$ cat src/logic/scu_defines.svh
`ifndef SCU_DEFINES_SVH
`define SCU_DEFINES_SVH

// Register byte offsets, one word each
`define SCU_T0C_OFS  8'h90
`define SCU_T1S_OFS  8'h94
`define SCU_T1MD_OFS 8'h98
`define SCU_IMS_OFS  8'hA0
`define SCU_IST_OFS  8'hA4

// Timer field widths
`define SCU_T0C_W 10
`define SCU_T1S_W 9
`define SCU_TM1_W 11

// Kept interrupt sources
`define SCU_SRC_N    5
`define SCU_VEC_BASE 8'h40

// T1MD field positions
`define SCU_T1MD_ENB_BIT 0
`define SCU_T1MD_MD_BIT  8

`endif

$ cat src/logic/scuIntPkg.sv
`default_nettype none

`include "scu_defines.svh"

package scuIntPkg;

	// IST bit positions, lowest bit has highest priority
	typedef enum logic [2:0] {
		srcVbIn  = 3'd0,
		srcVbOut = 3'd1,
		srcHbIn  = 3'd2,
		srcTm0   = 3'd3,
		srcTm1   = 3'd4
	} intSrc_t;

	typedef logic [`SCU_SRC_N-1:0] srcMask_t;
	typedef logic [3:0] intLevel_t;
	typedef logic [7:0] intVector_t;

	typedef enum logic {
		arbIdle,
		arbHold
	} arbState_t;

	// Level F for bit 0, one lower per bit
	function automatic intLevel_t srcLevel(intSrc_t src);
		return intLevel_t'(4'hF - 4'(src));
	endfunction

	function automatic intVector_t srcVector(intSrc_t src);
		return intVector_t'(`SCU_VEC_BASE + 8'(src));
	endfunction

endpackage

`default_nettype wire

$ cat src/logic/scuRegPkg.sv
`default_nettype none

`include "scu_defines.svh"

package scuRegPkg;

	// Register map of the interrupt section
	typedef enum logic [7:0] {
		ofsT0c  = `SCU_T0C_OFS,
		ofsT1s  = `SCU_T1S_OFS,
		ofsT1md = `SCU_T1MD_OFS,
		ofsIms  = `SCU_IMS_OFS,
		ofsIst  = `SCU_IST_OFS
	} regOfs_t;

	// T1MD mode bit
	typedef enum logic {
		tmEveryLine = 1'b0,
		tmMatchLine = 1'b1
	} timerMode_t;

endpackage

`default_nettype wire

$ cat src/logic/intArbiter.sv
`default_nettype none

`include "scu_defines.svh"

module intArbiter
	import scuIntPkg::*;
(
	input  wire           CLK,
	input  wire           RST_N,
	input  wire srcMask_t pending,
	input  wire           istWritten,
	input  wire           vecRead,
	input  wire intLevel_t vecLevel,
	output intVector_t    vecData,
	output srcMask_t      ackClear,
	output logic [3:0]    irlN
);

	arbState_t  state;
	intLevel_t  level;
	intSrc_t    topSrc;
	srcMask_t   ackSel;
	intVector_t vecNext;

	// Fixed priority, lowest IST bit first
	always_comb begin
		topSrc = srcTm1;
		for (int i = `SCU_SRC_N - 1; i >= 0; i--) begin
			if (pending[i])
				topSrc = intSrc_t'(i);
		end
	end

	// Source that owns the level being fetched
	always_comb begin
		ackSel = '0;
		vecNext = '0;
		for (int i = 0; i < `SCU_SRC_N; i++) begin
			if (vecLevel == srcLevel(intSrc_t'(i))) begin
				vecNext = srcVector(intSrc_t'(i));
				ackSel[i] = 1'b1;
			end
		end
	end

	assign ackClear = vecRead ? ackSel : '0;

	// Level is latched once and held until fetched or IST is written
	always_ff @(posedge CLK or negedge RST_N) begin
		if (!RST_N) begin
			state <= arbIdle;
			level <= '0;
		end else if (vecRead || istWritten) begin
			state <= arbIdle;
			level <= '0;
		end else begin
			case (state)
				arbIdle: begin
					if (|pending) begin
						level <= srcLevel(topSrc);
						state <= arbHold;
					end
				end
				arbHold: begin
					level <= level;
				end
				default: state <= arbIdle;
			endcase
		end
	end

	always_ff @(posedge CLK or negedge RST_N) begin
		if (!RST_N) begin
			vecData <= '0;
		end else if (vecRead) begin
			vecData <= vecNext;
		end
	end

	assign irlN = ~level;

endmodule

`default_nettype wire

$ cat src/logic/intSources.sv
`default_nettype none

`include "scu_defines.svh"

module intSources
	import scuRegPkg::*, scuIntPkg::*;
(
	input  wire         CLK,
	input  wire         RST_N,
	input  wire         vBlankN,
	input  wire         hBlankN,
	input  wire         regWrite,
	input  wire  [7:0]  regAddr,
	input  wire  [31:0] regWData,
	input  wire  [3:0]  regByteEnN,
	output srcMask_t    srcEvent
);

	logic vbSync;
	logic vbOld;
	logic hbSync;
	logic hbOld;
	logic vbFall;
	logic vbRise;
	logic hbFall;

	logic [`SCU_T0C_W-1:0] t0c;
	logic [`SCU_T1S_W-1:0] t1s;
	logic                  t1Enb;
	timerMode_t            t1Mode;

	logic [`SCU_T0C_W-1:0] tm0Cnt;
	logic [`SCU_TM1_W-1:0] tm1Cnt;
	logic                  t1Qual;
	logic                  tm0Hit;
	logic                  tm1Hit;

	// Blanking levels, idle high
	always_ff @(posedge CLK or negedge RST_N) begin
		if (!RST_N) begin
			vbSync <= 1'b1;
			vbOld <= 1'b1;
			hbSync <= 1'b1;
			hbOld <= 1'b1;
		end else begin
			vbSync <= vBlankN;
			vbOld <= vbSync;
			hbSync <= hBlankN;
			hbOld <= hbSync;
		end
	end

	assign vbFall = vbOld & ~vbSync;
	assign vbRise = ~vbOld & vbSync;
	assign hbFall = hbOld & ~hbSync;

	// Timer registers, byte-wise writes
	always_ff @(posedge CLK or negedge RST_N) begin
		if (!RST_N) begin
			t0c <= '0;
			t1s <= '0;
			t1Enb <= 1'b0;
			t1Mode <= tmEveryLine;
		end else if (regWrite) begin
			case (regAddr)
				ofsT0c: begin
					if (!regByteEnN[0])
						t0c[7:0] <= regWData[7:0];
					if (!regByteEnN[1])
						t0c[`SCU_T0C_W-1:8] <= regWData[`SCU_T0C_W-1:8];
				end
				ofsT1s: begin
					if (!regByteEnN[0])
						t1s[7:0] <= regWData[7:0];
					if (!regByteEnN[1])
						t1s[`SCU_T1S_W-1:8] <= regWData[`SCU_T1S_W-1:8];
				end
				ofsT1md: begin
					if (!regByteEnN[0])
						t1Enb <= regWData[`SCU_T1MD_ENB_BIT];
					if (!regByteEnN[1])
						t1Mode <= timerMode_t'(regWData[`SCU_T1MD_MD_BIT]);
				end
				default: ;
			endcase
		end
	end

	assign tm0Hit = t1Enb & hbFall & (tm0Cnt == t0c);
	assign tm1Hit = t1Enb & t1Qual & (tm1Cnt == '0);

	// Timer 0 counts lines since blank-out, timer 1 runs within the line
	always_ff @(posedge CLK or negedge RST_N) begin
		if (!RST_N) begin
			tm0Cnt <= '0;
			tm1Cnt <= '0;
			t1Qual <= 1'b0;
		end else if (t1Enb) begin
			tm1Cnt <= tm1Cnt - 1'b1;
			if (tm1Hit)
				t1Qual <= 1'b0;
			if (hbFall) begin
				tm0Cnt <= tm0Cnt + 1'b1;
				tm1Cnt <= {t1s, 2'b11};
				t1Qual <= (t1Mode == tmEveryLine) | tm0Hit;
			end
			if (vbRise)
				tm0Cnt <= '0;
		end
	end

	always_ff @(posedge CLK or negedge RST_N) begin
		if (!RST_N) begin
			srcEvent <= '0;
		end else begin
			srcEvent[srcVbIn] <= vbFall;
			srcEvent[srcVbOut] <= vbRise;
			srcEvent[srcHbIn] <= hbFall;
			srcEvent[srcTm0] <= tm0Hit;
			srcEvent[srcTm1] <= tm1Hit;
		end
	end

endmodule

`default_nettype wire

$ cat src/logic/intStatus.sv
`default_nettype none

`include "scu_defines.svh"

module intStatus
	import scuRegPkg::*, scuIntPkg::*;
(
	input  wire          CLK,
	input  wire          RST_N,
	input  wire srcMask_t srcEvent,
	input  wire srcMask_t ackClear,
	input  wire          regWrite,
	input  wire          regRead,
	input  wire  [7:0]   regAddr,
	input  wire  [31:0]  regWData,
	input  wire  [3:0]   regByteEnN,
	output logic [31:0]  regRData,
	output srcMask_t     pending,
	output logic         istWritten
);

	srcMask_t ist;
	srcMask_t ims;
	srcMask_t wrClear;
	logic     imsWrite;

	assign istWritten = regWrite & (regAddr == ofsIst);
	assign imsWrite = regWrite & (regAddr == ofsIms) & ~regByteEnN[0];

	// Zero bits of the written word clear the matching IST bits
	assign wrClear = (istWritten && !regByteEnN[0]) ? ~regWData[`SCU_SRC_N-1:0] : '0;

	// New events win over a clear in the same cycle
	always_ff @(posedge CLK or negedge RST_N) begin
		if (!RST_N) begin
			ist <= '0;
		end else begin
			ist <= (ist & ~wrClear & ~ackClear) | srcEvent;
		end
	end

	// All sources masked out of reset
	always_ff @(posedge CLK or negedge RST_N) begin
		if (!RST_N) begin
			ims <= '1;
		end else if (imsWrite) begin
			ims <= regWData[`SCU_SRC_N-1:0];
		end
	end

	assign pending = ist & ~ims;

	always_ff @(posedge CLK or negedge RST_N) begin
		if (!RST_N) begin
			regRData <= '0;
		end else if (regRead) begin
			if (regAddr == ofsIst)
				regRData <= {{(32-`SCU_SRC_N){1'b0}}, ist};
			else
				regRData <= '0;
		end
	end

endmodule

`default_nettype wire

$ cat src/logic/scuIntCtrl.sv
`default_nettype none

module scuIntCtrl
	import scuIntPkg::*;
(
	input  wire         CLK,
	input  wire         RST_N,

	input  wire         regWrite,
	input  wire  [7:0]  regAddr,
	input  wire  [31:0] regWData,
	input  wire  [3:0]  regByteEnN,
	input  wire         regRead,
	output logic [31:0] regRData,

	input  wire         vecRead,
	input  wire  [3:0]  vecLevel,
	output logic [7:0]  vecData,
	output logic [3:0]  irlN,

	input  wire         vBlankN,
	input  wire         hBlankN
);

	srcMask_t srcEvent;
	srcMask_t pending;
	srcMask_t ackClear;
	logic     istWritten;

	intSources sources (
		.CLK        (CLK),
		.RST_N      (RST_N),
		.vBlankN    (vBlankN),
		.hBlankN    (hBlankN),
		.regWrite   (regWrite),
		.regAddr    (regAddr),
		.regWData   (regWData),
		.regByteEnN (regByteEnN),
		.srcEvent   (srcEvent)
	);

	intStatus status (
		.CLK        (CLK),
		.RST_N      (RST_N),
		.srcEvent   (srcEvent),
		.ackClear   (ackClear),
		.regWrite   (regWrite),
		.regRead    (regRead),
		.regAddr    (regAddr),
		.regWData   (regWData),
		.regByteEnN (regByteEnN),
		.regRData   (regRData),
		.pending    (pending),
		.istWritten (istWritten)
	);

	intArbiter arbiter (
		.CLK        (CLK),
		.RST_N      (RST_N),
		.pending    (pending),
		.istWritten (istWritten),
		.vecRead    (vecRead),
		.vecLevel   (vecLevel),
		.vecData    (vecData),
		.ackClear   (ackClear),
		.irlN       (irlN)
	);

endmodule

`default_nettype wire

$ cat config.mk
export PLATFORM = sky130hd
export DESIGN_NAME = scuIntCtrl
export DESIGN_NICKNAME = d
export VERILOG_FILES = /design/src/logic/scuIntPkg.sv /design/src/logic/scuRegPkg.sv /design/src/logic/intArbiter.sv /design/src/logic/intSources.sv /design/src/logic/intStatus.sv /design/src/logic/scuIntCtrl.sv
export VERILOG_INCLUDE_DIRS = /design/src /design/src/logic
export SDC_FILE = /design/constraint.sdc
export NUM_CORES = 1
export LEC_CHECK = 0
export ABC_CLOCK_PERIOD_IN_PS = 1800
export BUFFER_PORTS_ARGS = -buffer_cell sky130_fd_sc_hd__buf_2
export CORE_MARGIN = 4
export CORE_UTILIZATION = 37
export DETAILED_ROUTE_END_ITERATION = 7
export GPL_ROUTABILITY_DRIVEN = 0
export PLACE_DENSITY = 0.73
export SYNTH_ARGS = -nofsm -noshare
export SYNTH_HDL_FRONTEND = slang
export SYNTH_SLANG_ARGS = --single-unit
$ cat constraint.sdc
create_clock -name CLK -period 1.8 [get_ports CLK]
set_input_delay 0.09 -clock CLK [delete_from_list [all_inputs] [get_ports CLK]]
set_output_delay 0.09 -clock CLK [all_outputs]
set_load 0.02 [all_outputs]
==> results of run 1 <==
## metal layers
layer	global-route usage (%)	vias to the layer above	wire, um
met4	3.206	0	97
met3	4.287	11	562
met5	0	-	0
met2	23.45	105	3986
li1	-	1321	-
met1	17.25	1390	3543
## worst max-delay path, cell delays in order (launching register included)
cell       delay [ps]
dfrtp_1           390
inv_2              90
ha_4              140
or4b_4            490
nor4_4            320
a31oi_1           130
a2bb2oi_1         140
## power breakdown
group	switching (mW)	internal (mW)
Clock	0.641	0.784
Sequential	0.152	1.85
Combinational	0.461	0.367
Total	1.25	3.00
## cell type report
cell class	count	share of cell area, %
Tap cell	133	3.731
Clock buffer	10	2.861
Inverter	20	1.683
Timing Repair Buffer	65	9.313
Clock inverter	6	1.992
Sequential cell	76	42.89
Multi-Input combinational cell	242	37.53
## stage by stage
stage,cell area (um2),util [%],setup WS [ps]
global placement,4119,41.57,56.74
floorplan,3918,-,115.0
detailed placement,4119,41.57,31.01
global route,4461,45.01,-98.52
finish,4461,45.01,3.400
CTS,4425,44.66,21.80
## cell families after synthesis
kind of cell               after synthesis
and+or+nand+nor                         90
AOI/OAI and AO/OA                       77
DFF                                     76
buffers and inverters                   58
muxes                                   27
xor gates and xnor gates                14
adders and majority gates                3
other                                    1
## worst paths after layout
kind / endpoint / cells past startpoint / from / slack (ps)
setup / recovery: sources.tm1Cnt[8] / 6 / sources.tm1Cnt[1] / 3
hold / removal: sources.t1s[5] / 2 / regWData[5] / 10
setup reg to reg: sources.tm1Cnt[8] / 6 / sources.tm1Cnt[1] / 3
hold reg to reg: sources.hbOld / 0 / sources.hbSync / 380
max in group asynchronous: sources.hbOld / 3 / RST_N / 920
min in group asynchronous: arbiter.vecData[0] / 2 / RST_N / 230
## sequential cells by signal, summed over array words and instances, names as in the netlist, 4 cells and up
signal / cells
sources.tm0Cnt: 10
arbiter.vecData: 4
sources.t0c: 10
sources.tm1Cnt: 11
sources.srcEvent: 5
arbiter.level: 4
status.ist: 5
status.ims: 5
sources.t1s: 9
status.regRData: 5
## cell usage after synthesis, types with 8 or more instances
library cell,number,area (um2)
a21oi_1,14,70.07
nand2_1,11,41.29
a22o_1,8,70.07
nor2_1,18,67.56
nand3_1,10,50.05
mux2_2,27,304.0
dfstp_2,9,236.5
buf_4,31,232.7
dfrtp_1,67,1677
xor2_1,10,87.58
o21ai_0,15,75.07
inv_1,18,67.56
## repair_timing
| item | 4_1_cts | 5_1_grt |
|---|---|---|
| hold endpoints to repair | 26 | 0 |
| hold buffers | 9 | 0 |
| setup endpoints to repair | 0 | 2 |
| resized for setup | 0 | 4 |
| setup buffers | 0 | 3 |
==> flow_summary.ini, run 1 <==
[synthesis]
synth_top_family_by_area = simple AND/OR/NAND/NOR gates
synth-seq-area-share_pct = 50.28
synth-seq-cells = 76
synthFlopType = dfrtp_1
synthAdderAreaFrac_pct = 0.9865
synth_edf_count = 0
synth_compound_area_share_pct = 13.78
synthArstFlopShare_pct = 100.0
synthCells = 346
yosys_warnings = 0
synth-xor-area-share_pct = 3.223
syn_area_per_cell_um2 = 11.00
synth_mux_area_share_pct = 7.991
syn_area_mm2 = 0.003805
yosys.area_share.simple_pct = 14.63
synth_cell_types = 58

[placement]
place_inst = 524
dp_hpwl_um = 6014
portBuffers = 43

[floorplanning]
rows = 36
io_pins = 99
start_util_pct = 38.40
fp.dieW_um = 109.4
die-area_mm2 = 0.01197
die_h_um = 109.4
core_area_mm2 = 0.009910

[sta]
setup_viol = 0
final_max_slew_viol_count = 0
rsz0062_at_grt = yes
period_needed_ps = 1797
skew_ps = 10.44
max_freq_ghz = 0.5566
final.setup.tns_ps = 0
fin_crit_sh_pct = 99.81
hold_viol = 0
hold-worst-slack_ps = 14.34

[worst_setup_path]
worstPathRequired_ps = 2040
cp-end-kind = flip-flop
crit_arrival_ps = 2030
crit_type = flip-flop to flip-flop
cp_max_fo = 4
startpoint_type = flip-flop

[drt]
drc = 0
vias_per_cell = 5.121
drtIter0Drc = 157
wirelength_um = 8190
via_count = 2827
routedWlPerCell_um = 14.84
first_pass_iters = 7
ant_nets = 0

[clocking]
tritoncts = done
cts-htree-levels = 3
cts_root_buf = clkbuf_8
cts_sinks = 76
cts_buffer_depth = 2
clk_latency_ps = 350
numCtsBuffers = 9
clk_pin_slew_ps = 80

[global_route]
grt_pass1_wl_um = 12940
grt.total_usage_pct = 13.82
grt_max_degree = 45
grt_pass1_vias = 2713
antenna_found_initial = 0
grt-ovfl-total = 0

[pwr]
power_mw = 4.253
ir_worst_vdd_uv = 484.6
leakage_nw = 2.129
powerDensity_mw_per_mm2 = 953.5

[status]
status = finished clean

[cells_and_area]
instances_no_fill = 552
seq_area_mm2 = 0.001913
final_common_cell = dfrtp_1
syn_to_final_growth_pct = 17.23
final_cell_mix = dfrtp_1, buf_2, conb_1, mux2_2, nor2_1
layout.nets = 472
antenna_cells = 0
drive_gt1_share_pct = 29.59
fillers = 909
multi_input_comb_area_mm2 = 0.001674

[hold_path]
hold_class = primary input to flip-flop

[job]
cap_violations = 0
Power figures use the tool's default switching activity.
==> run 2, diff against run 1 <==
--- a/config.mk
+++ b/config.mk
@@ -6,13 +6,15 @@
 export SDC_FILE = /design/constraint.sdc
 export NUM_CORES = 1
 export LEC_CHECK = 0
+export ABC_AREA = 1
 export ABC_CLOCK_PERIOD_IN_PS = 1800
 export BUFFER_PORTS_ARGS = -buffer_cell sky130_fd_sc_hd__buf_2
+export CORE_ASPECT_RATIO = 1.4
 export CORE_MARGIN = 4
 export CORE_UTILIZATION = 37
 export DETAILED_ROUTE_END_ITERATION = 7
 export GPL_ROUTABILITY_DRIVEN = 0
-export PLACE_DENSITY = 0.73
+export PLACE_DENSITY = 0.72
 export SYNTH_ARGS = -nofsm -noshare
 export SYNTH_HDL_FRONTEND = slang
 export SYNTH_SLANG_ARGS = --single-unit
==> run 2 against run 1 <==
- combinational power down 3.6%
- cell count up 25%
- synthesized cell count up 40%
- flip-flop and latch count unchanged
- global-route usage up 1.2 points
- clock skew down 5.1 ps
- worst setup slack better by 280 ps
- clock-buffer cell count up 3
- power up 8.0%
- non-clock buffer count down 13
- via count up 15%
- maximum frequency up 18%
==> flow_summary.ini, run 2 <==
[sta]
skew_ps = 5.303
rsz0062_at_grt = no
hold_viol = 0
final_max_slew_viol_count = 0
setup_ws_ps = 283.0
fin_crit_sh_pct = 84.28
period_needed_ps = 1517
final.setup.tns_ps = 0
setup_viol = 0
max_freq_ghz = 0.6592

[global_route]
grt_pass1_vias = 3153
grt.total_usage_pct = 15.04
grt_max_degree = 77
grt-ovfl-total = 0
antenna_found_initial = 0
grt_pass1_wl_um = 14440

[cells_and_area]
drive_gt1_share_pct = 17.82
largest_reg_flops = 11
final_cell_mix = nand2_1, inv_1, dfrtp_1, buf_2, nor2_1
biggestRegsByFlops = sources.tm1Cnt (11), sources.t0c (10), sources.tm0Cnt (10)
antenna_cells = 0
layout.nets = 603
syn_to_final_growth_pct = 15.70
top_register = sources.tm1Cnt
final_common_cell = nand2_1
design_area_mm2 = 0.004582
instances_no_fill = 688
final_util_pct = 44.04

[pwr]
ir_worst_vdd_uv = 458.8
leakage_nw = 2.352
powerDensity_mw_per_mm2 = 1003

[worst_setup_path]
reg2reg_depth = 9
cp_max_fo = 10
path_cells = nand2_4 > inv_2 > nand2_4 > nand2_4 > nand3_1 > nor2_1 > nand2_1 > nand2_1 > nor2_1
cpMaxStageDelayCell = dfstp_2
crit_arrival_ps = 1750
cp_num_buf_inv = 1
path_delay_family = simple AND/OR/NAND/NOR gates
path_common_cell = nand2_4
r2r_setup_slack_ps = 280
cp.depth = 9
r2r-end = sources.tm0Cnt[9]
worstReg2RegStart = sources.hbOld
cp-end-kind = flip-flop
startpoint_type = flip-flop
crit_type = flip-flop to flip-flop
worstPathRequired_ps = 2030
slowest_delay_ps = 540

[clocking]
tritoncts = done
cts-htree-levels = 3
numCtsBuffers = 9
cts_root_buf = clkbuf_16
cts_buffer_depth = 2
clk_pin_slew_ps = 60
clk_latency_ps = 340
cts_sinks = 76

[hold_path]
worstHoldPathCells = 3
hold_class = primary input to flip-flop
min_from = regWData[3]
hold_path_end = status.ist[3]

[floorplanning]
die_h_um = 130.4
io_pins = 99
core_area_mm2 = 0.01041
rows = 44
fp.dieW_um = 95.44
start_util_pct = 38.06
die-area_mm2 = 0.01245

[drt]
vias_per_cell = 4.715
routedWlPerCell_um = 12.13
drc = 0
first_pass_iters = 4
via_count = 3244
drtIter0Drc = 173
wirelength_um = 8347
ant_nets = 0

[placement]
place_area_mm2 = 0.004244
place_ws_ps = 293.8
portBuffers = 43
place_inst = 668
dp_hpwl_um = 6359

[synthesis]
synthCells = 486
syn_area_mm2 = 0.003960
synthFlopType = dfrtp_1
ys_top_cells_by_area = dfrtp_1, nand2_1, inv_1
yosys_warnings = 0
synth_cell_types = 40
synth-seq-area-share_pct = 48.31
yosys-top-cells-count = nand2_1, inv_1, dfrtp_1, nor2_1, o21ai_0
synth-seq-cells = 76
synth.largest_area_cell = dfrtp_1
syn_area_per_cell_um2 = 8.148
synth_edf_count = 0
yosysTopAreaCellShare_pct = 42.34
synthArstFlopShare_pct = 100.0
yosysMostFrequentCell = nand2_1

[job]
cap_violations = 0

[status]
status = finished clean
run 2: cell count changes after synthesis, moves of 9 or more:
cell,before,now
nand2_1,11,126
a21oi_1,14,5
o21ai_0,15,32
mux2_2,27,0
nor2_1,18,37
nand3_1,10,30
inv_1,18,69
run 2: layout make-up:
| type | instances | area [um2] |
|---|---|---|
| Tap cell | 138 | 172.7 |
| Clock inverter | 3 | 47.55 |
| Multi-Input combinational cell | 334 | 1623 |
| Inverter | 72 | 270.3 |
| Clock buffer | 13 | 250.2 |
| Fill cell | 1010 | 5823 |
| Sequential cell | 76 | 1913 |
| Timing Repair Buffer | 52 | 305.3 |
run 2: worst register-to-register path, cell delays in order (launching register included):
cell and delay [ps]:
dfstp_2 540, nand2_4 100, inv_2 130, nand2_4 120, nand2_4 150, nand3_1 80
nor2_1 140, nand2_1 60, nand2_1 60, nor2_1 40
run 2: what timing repair did:
item	4_1_cts	5_1_grt
endpoints found under the hold margin	70	0
hold buffers	4	0
gates resized for setup	0	0
buffers inserted	0	0
setup endpoints to repair	0	0
run 2: cell families after synthesis:
logic type / synth area share [%]
fa+ha+maj: 0.9480
xor+xnor: 1.106
compound gates: 9.826
flops: 48.31
buf+inv: 13.55
simple gates: 26.16
other cells: 0.09470
run 2: per-layer routing:
metal	track usage, %	up-vias	part of all wire [%]
met2	27.71	71	56
met3	3.551	19	4.1
met5	0	-	0
met1	15.81	1553	37
li1	-	1601	-
met4	7.370	0	2.6
run 2: power breakdown:
part / internal, mW / switching, mW
clock network: 1.12 / 0.678
logic: 0.267 / 0.532
registers: 1.87 / 0.130
total: 3.26 / 1.34
run 2: worst max path at each step:
stage	slack, ps	endpoint	from
after CTS	280	sources.tm0Cnt[9]	sources.hbOld
after floorplan	450	sources.tm0Cnt[9]	sources.vbSync
after detailed placement	290	sources.tm0Cnt[9]	sources.hbOld
final	280	sources.tm0Cnt[9]	sources.hbOld
after global routing	130	sources.tm0Cnt[9]	sources.hbOld
after global placement	290	sources.tm0Cnt[9]	sources.hbOld
run 2: metrics by stage:
stage / hold WS, ps / power (mW)
2_1_floorplan: -205.6 / 2.622
3_3_place_gp: 152.3 / 2.777
3_5_place_dp: 156.0 / 2.815
4_1_cts: 28.23 / 4.622
5_1_grt: 49.70 / 4.842
6_report: 28.50 / 4.595
==> run 3, diff against run 2 <==
--- a/config.mk
+++ b/config.mk
@@ -7,14 +7,14 @@
 export NUM_CORES = 1
 export LEC_CHECK = 0
 export ABC_AREA = 1
-export ABC_CLOCK_PERIOD_IN_PS = 1800
+export ABC_CLOCK_PERIOD_IN_PS = 1500
 export BUFFER_PORTS_ARGS = -buffer_cell sky130_fd_sc_hd__buf_2
 export CORE_ASPECT_RATIO = 1.4
 export CORE_MARGIN = 4
 export CORE_UTILIZATION = 37
 export DETAILED_ROUTE_END_ITERATION = 7
 export GPL_ROUTABILITY_DRIVEN = 0
-export PLACE_DENSITY = 0.72
+export PLACE_DENSITY = 0.7
 export SYNTH_ARGS = -nofsm -noshare
 export SYNTH_HDL_FRONTEND = slang
 export SYNTH_SLANG_ARGS = --single-unit
==> constraint.sdc (replaced) <==
create_clock -name CLK -period 1.5 [get_ports CLK]
set_input_delay 0.075 -clock CLK [delete_from_list [all_inputs] [get_ports CLK]]
set_output_delay 0.075 -clock CLK [all_outputs]
set_load 0.02 [all_outputs]
==> run 3 against run 2 <==
- design area is 1.6% higher
- power increased by 18%
- via count rose by 0.18%
- clock power grew 9%
- flip-flop and latch count is the same
- sequential power grew 20%
- non-clock buffer count up 8
- worst hold slack worse by 17 ps
- first-iteration DRC count up 50%
- clock-buffer cell count shrank 2
- register-to-register slack got worse by 200 ps
- worst setup slack got worse by 200 ps
- critical endpoint is now sources.tm1Cnt[8]
- largest power group unchanged
==> flow_summary.ini, run 3 (synthesis gave the netlist of run 2 again) <==
[cells_and_area]
biggestRegsByFlops = sources.tm1Cnt (11), sources.t0c (10), sources.tm0Cnt (10)
top_register = sources.tm1Cnt
syn_to_final_growth_pct = 17.54
drive_gt1_share_pct = 21.11
largest_reg_flops = 11
final_cell_mix = nand2_1, inv_1, dfrtp_1, buf_2, nor2_1
instances_no_fill = 697
antenna_cells = 0
final_common_cell = nand2_1
layout.nets = 612

[clocking]
tritoncts = done
clk_latency_ps = 340
cts_buffer_depth = 2
cts-htree-levels = 3
clk_pin_slew_ps = 50
cts_sinks = 76
cts_root_buf = clkbuf_16
numCtsBuffers = 9

[drt]
via_count = 3250
vias_per_cell = 4.663
routedWlPerCell_um = 12.37
first_pass_iters = 4
drtIter0Drc = 259
drc = 0
ant_nets = 0
wirelength_um = 8621

[global_route]
antenna_found_initial = 0
grt_max_degree = 41
grt_pass1_wl_um = 14340
grt-ovfl-total = 0
grt.total_usage_pct = 14.84
grt_pass1_vias = 3200

[hold_path]
hold_class = primary input to flip-flop

[sta]
rsz0062_at_grt = no
hold_viol = 0
setup_viol = 0
skew_ps = 6.358
max_freq_ghz = 0.7049
fin_crit_sh_pct = 94.57
final.setup.tns_ps = 0
final_max_slew_viol_count = 0
period_needed_ps = 1419
setup_ws_ps = 81.38
hold-worst-slack_ps = 11.22

[worst_setup_path]
startpoint_type = flip-flop
r2r_setup_slack_ps = 80
r2r-end = sources.tm1Cnt[8]
worstPathRequired_ps = 1720
crit_arrival_ps = 1640
worstReg2RegStart = sources.hbSync
cp-startpoint = sources.hbSync
timing.critical_path.to = sources.tm1Cnt[8]
cp_max_fo = 6
reg2reg_depth = 8
cp-end-kind = flip-flop
crit_type = flip-flop to flip-flop

[pwr]
powerDensity_mw_per_mm2 = 1164
leakage_nw = 2.386
power_mw = 5.420
ir_worst_vdd_uv = 623.3

[floorplanning]
die_h_um = 130.4
core_area_mm2 = 0.01041
start_util_pct = 38.06
io_pins = 99
rows = 44
fp.dieW_um = 95.44
die-area_mm2 = 0.01245

[placement]
place_ws_ps = 52.00
portBuffers = 43
dp_hpwl_um = 6658
place_inst = 674

[status]
status = finished clean

[job]
cap_violations = 0
[run 3: cell type report]
class / instances / area [um2]
fill: 1044 / 5751
sequential: 76 / 1914
multi-input combinational: 335 / 1655
timing repair buffer: 60 / 367.9
inverter: 72 / 272.8
clock buffer: 11 / 232.7
tap: 138 / 172.7
clock inverter: 5 / 38.79
[run 3: worst max-delay path, cell delays in order, from the launching register on]
cell and delay (ps):
dfstp_2 530, inv_1 60, nand2_4 100, buf_4 160, nand2_1 70, nor3_1 170, nand3_1 90, o21ai_0 80
nor2_1 50
[run 3: what timing repair did]
item,4_1_cts,5_1_grt
gates resized for setup,0,14
hold buffers,4,0
setup endpoints to repair,0,10
buffers inserted,0,2
hold endpoints to repair,70,0
[run 3: power breakdown]
part	leakage (nW)	switching [mW]	internal, mW
combinational	1.29	0.663	0.376
clock	0.118	0.851	1.12
sequential	0.982	0.160	2.25
total	2.39	1.67	3.74
[run 3: worst min-delay path by stage]
stage | from | to | slack (ps) | cells after the start
finish | regWData[6] | sources.t0c[6] | 10 | 3
global route | regWData[6] | sources.t0c[6] | 30 | 3
CTS | regWData[6] | sources.t0c[6] | 10 | 3
detailed placement | RST_N | sources.t0c[7] | -30 | 1
global placement | RST_N | sources.t0c[7] | -30 | 1
floorplan | RST_N | arbiter.level[0] | -220 | 0
[run 3: stage by stage]
step,area [um2],util (%)
final,4654,44.73
after floorplan,4073,-
after detailed placement,4292,41.25
after global placement,4292,41.25
after global routing,4654,44.73
after CTS,4603,44.24
[run 3: per-layer routing]
metal  track usage, %  up-vias  part of all wire (%)  wire [um]
met3            3.265       21                   3.8        331
met2            27.84       74                    55       4751
met4            7.119        0                   2.8        240
met1            15.38     1542                    38       3297
li1                 -     1613                     -          -
met5                0        -                     0          0
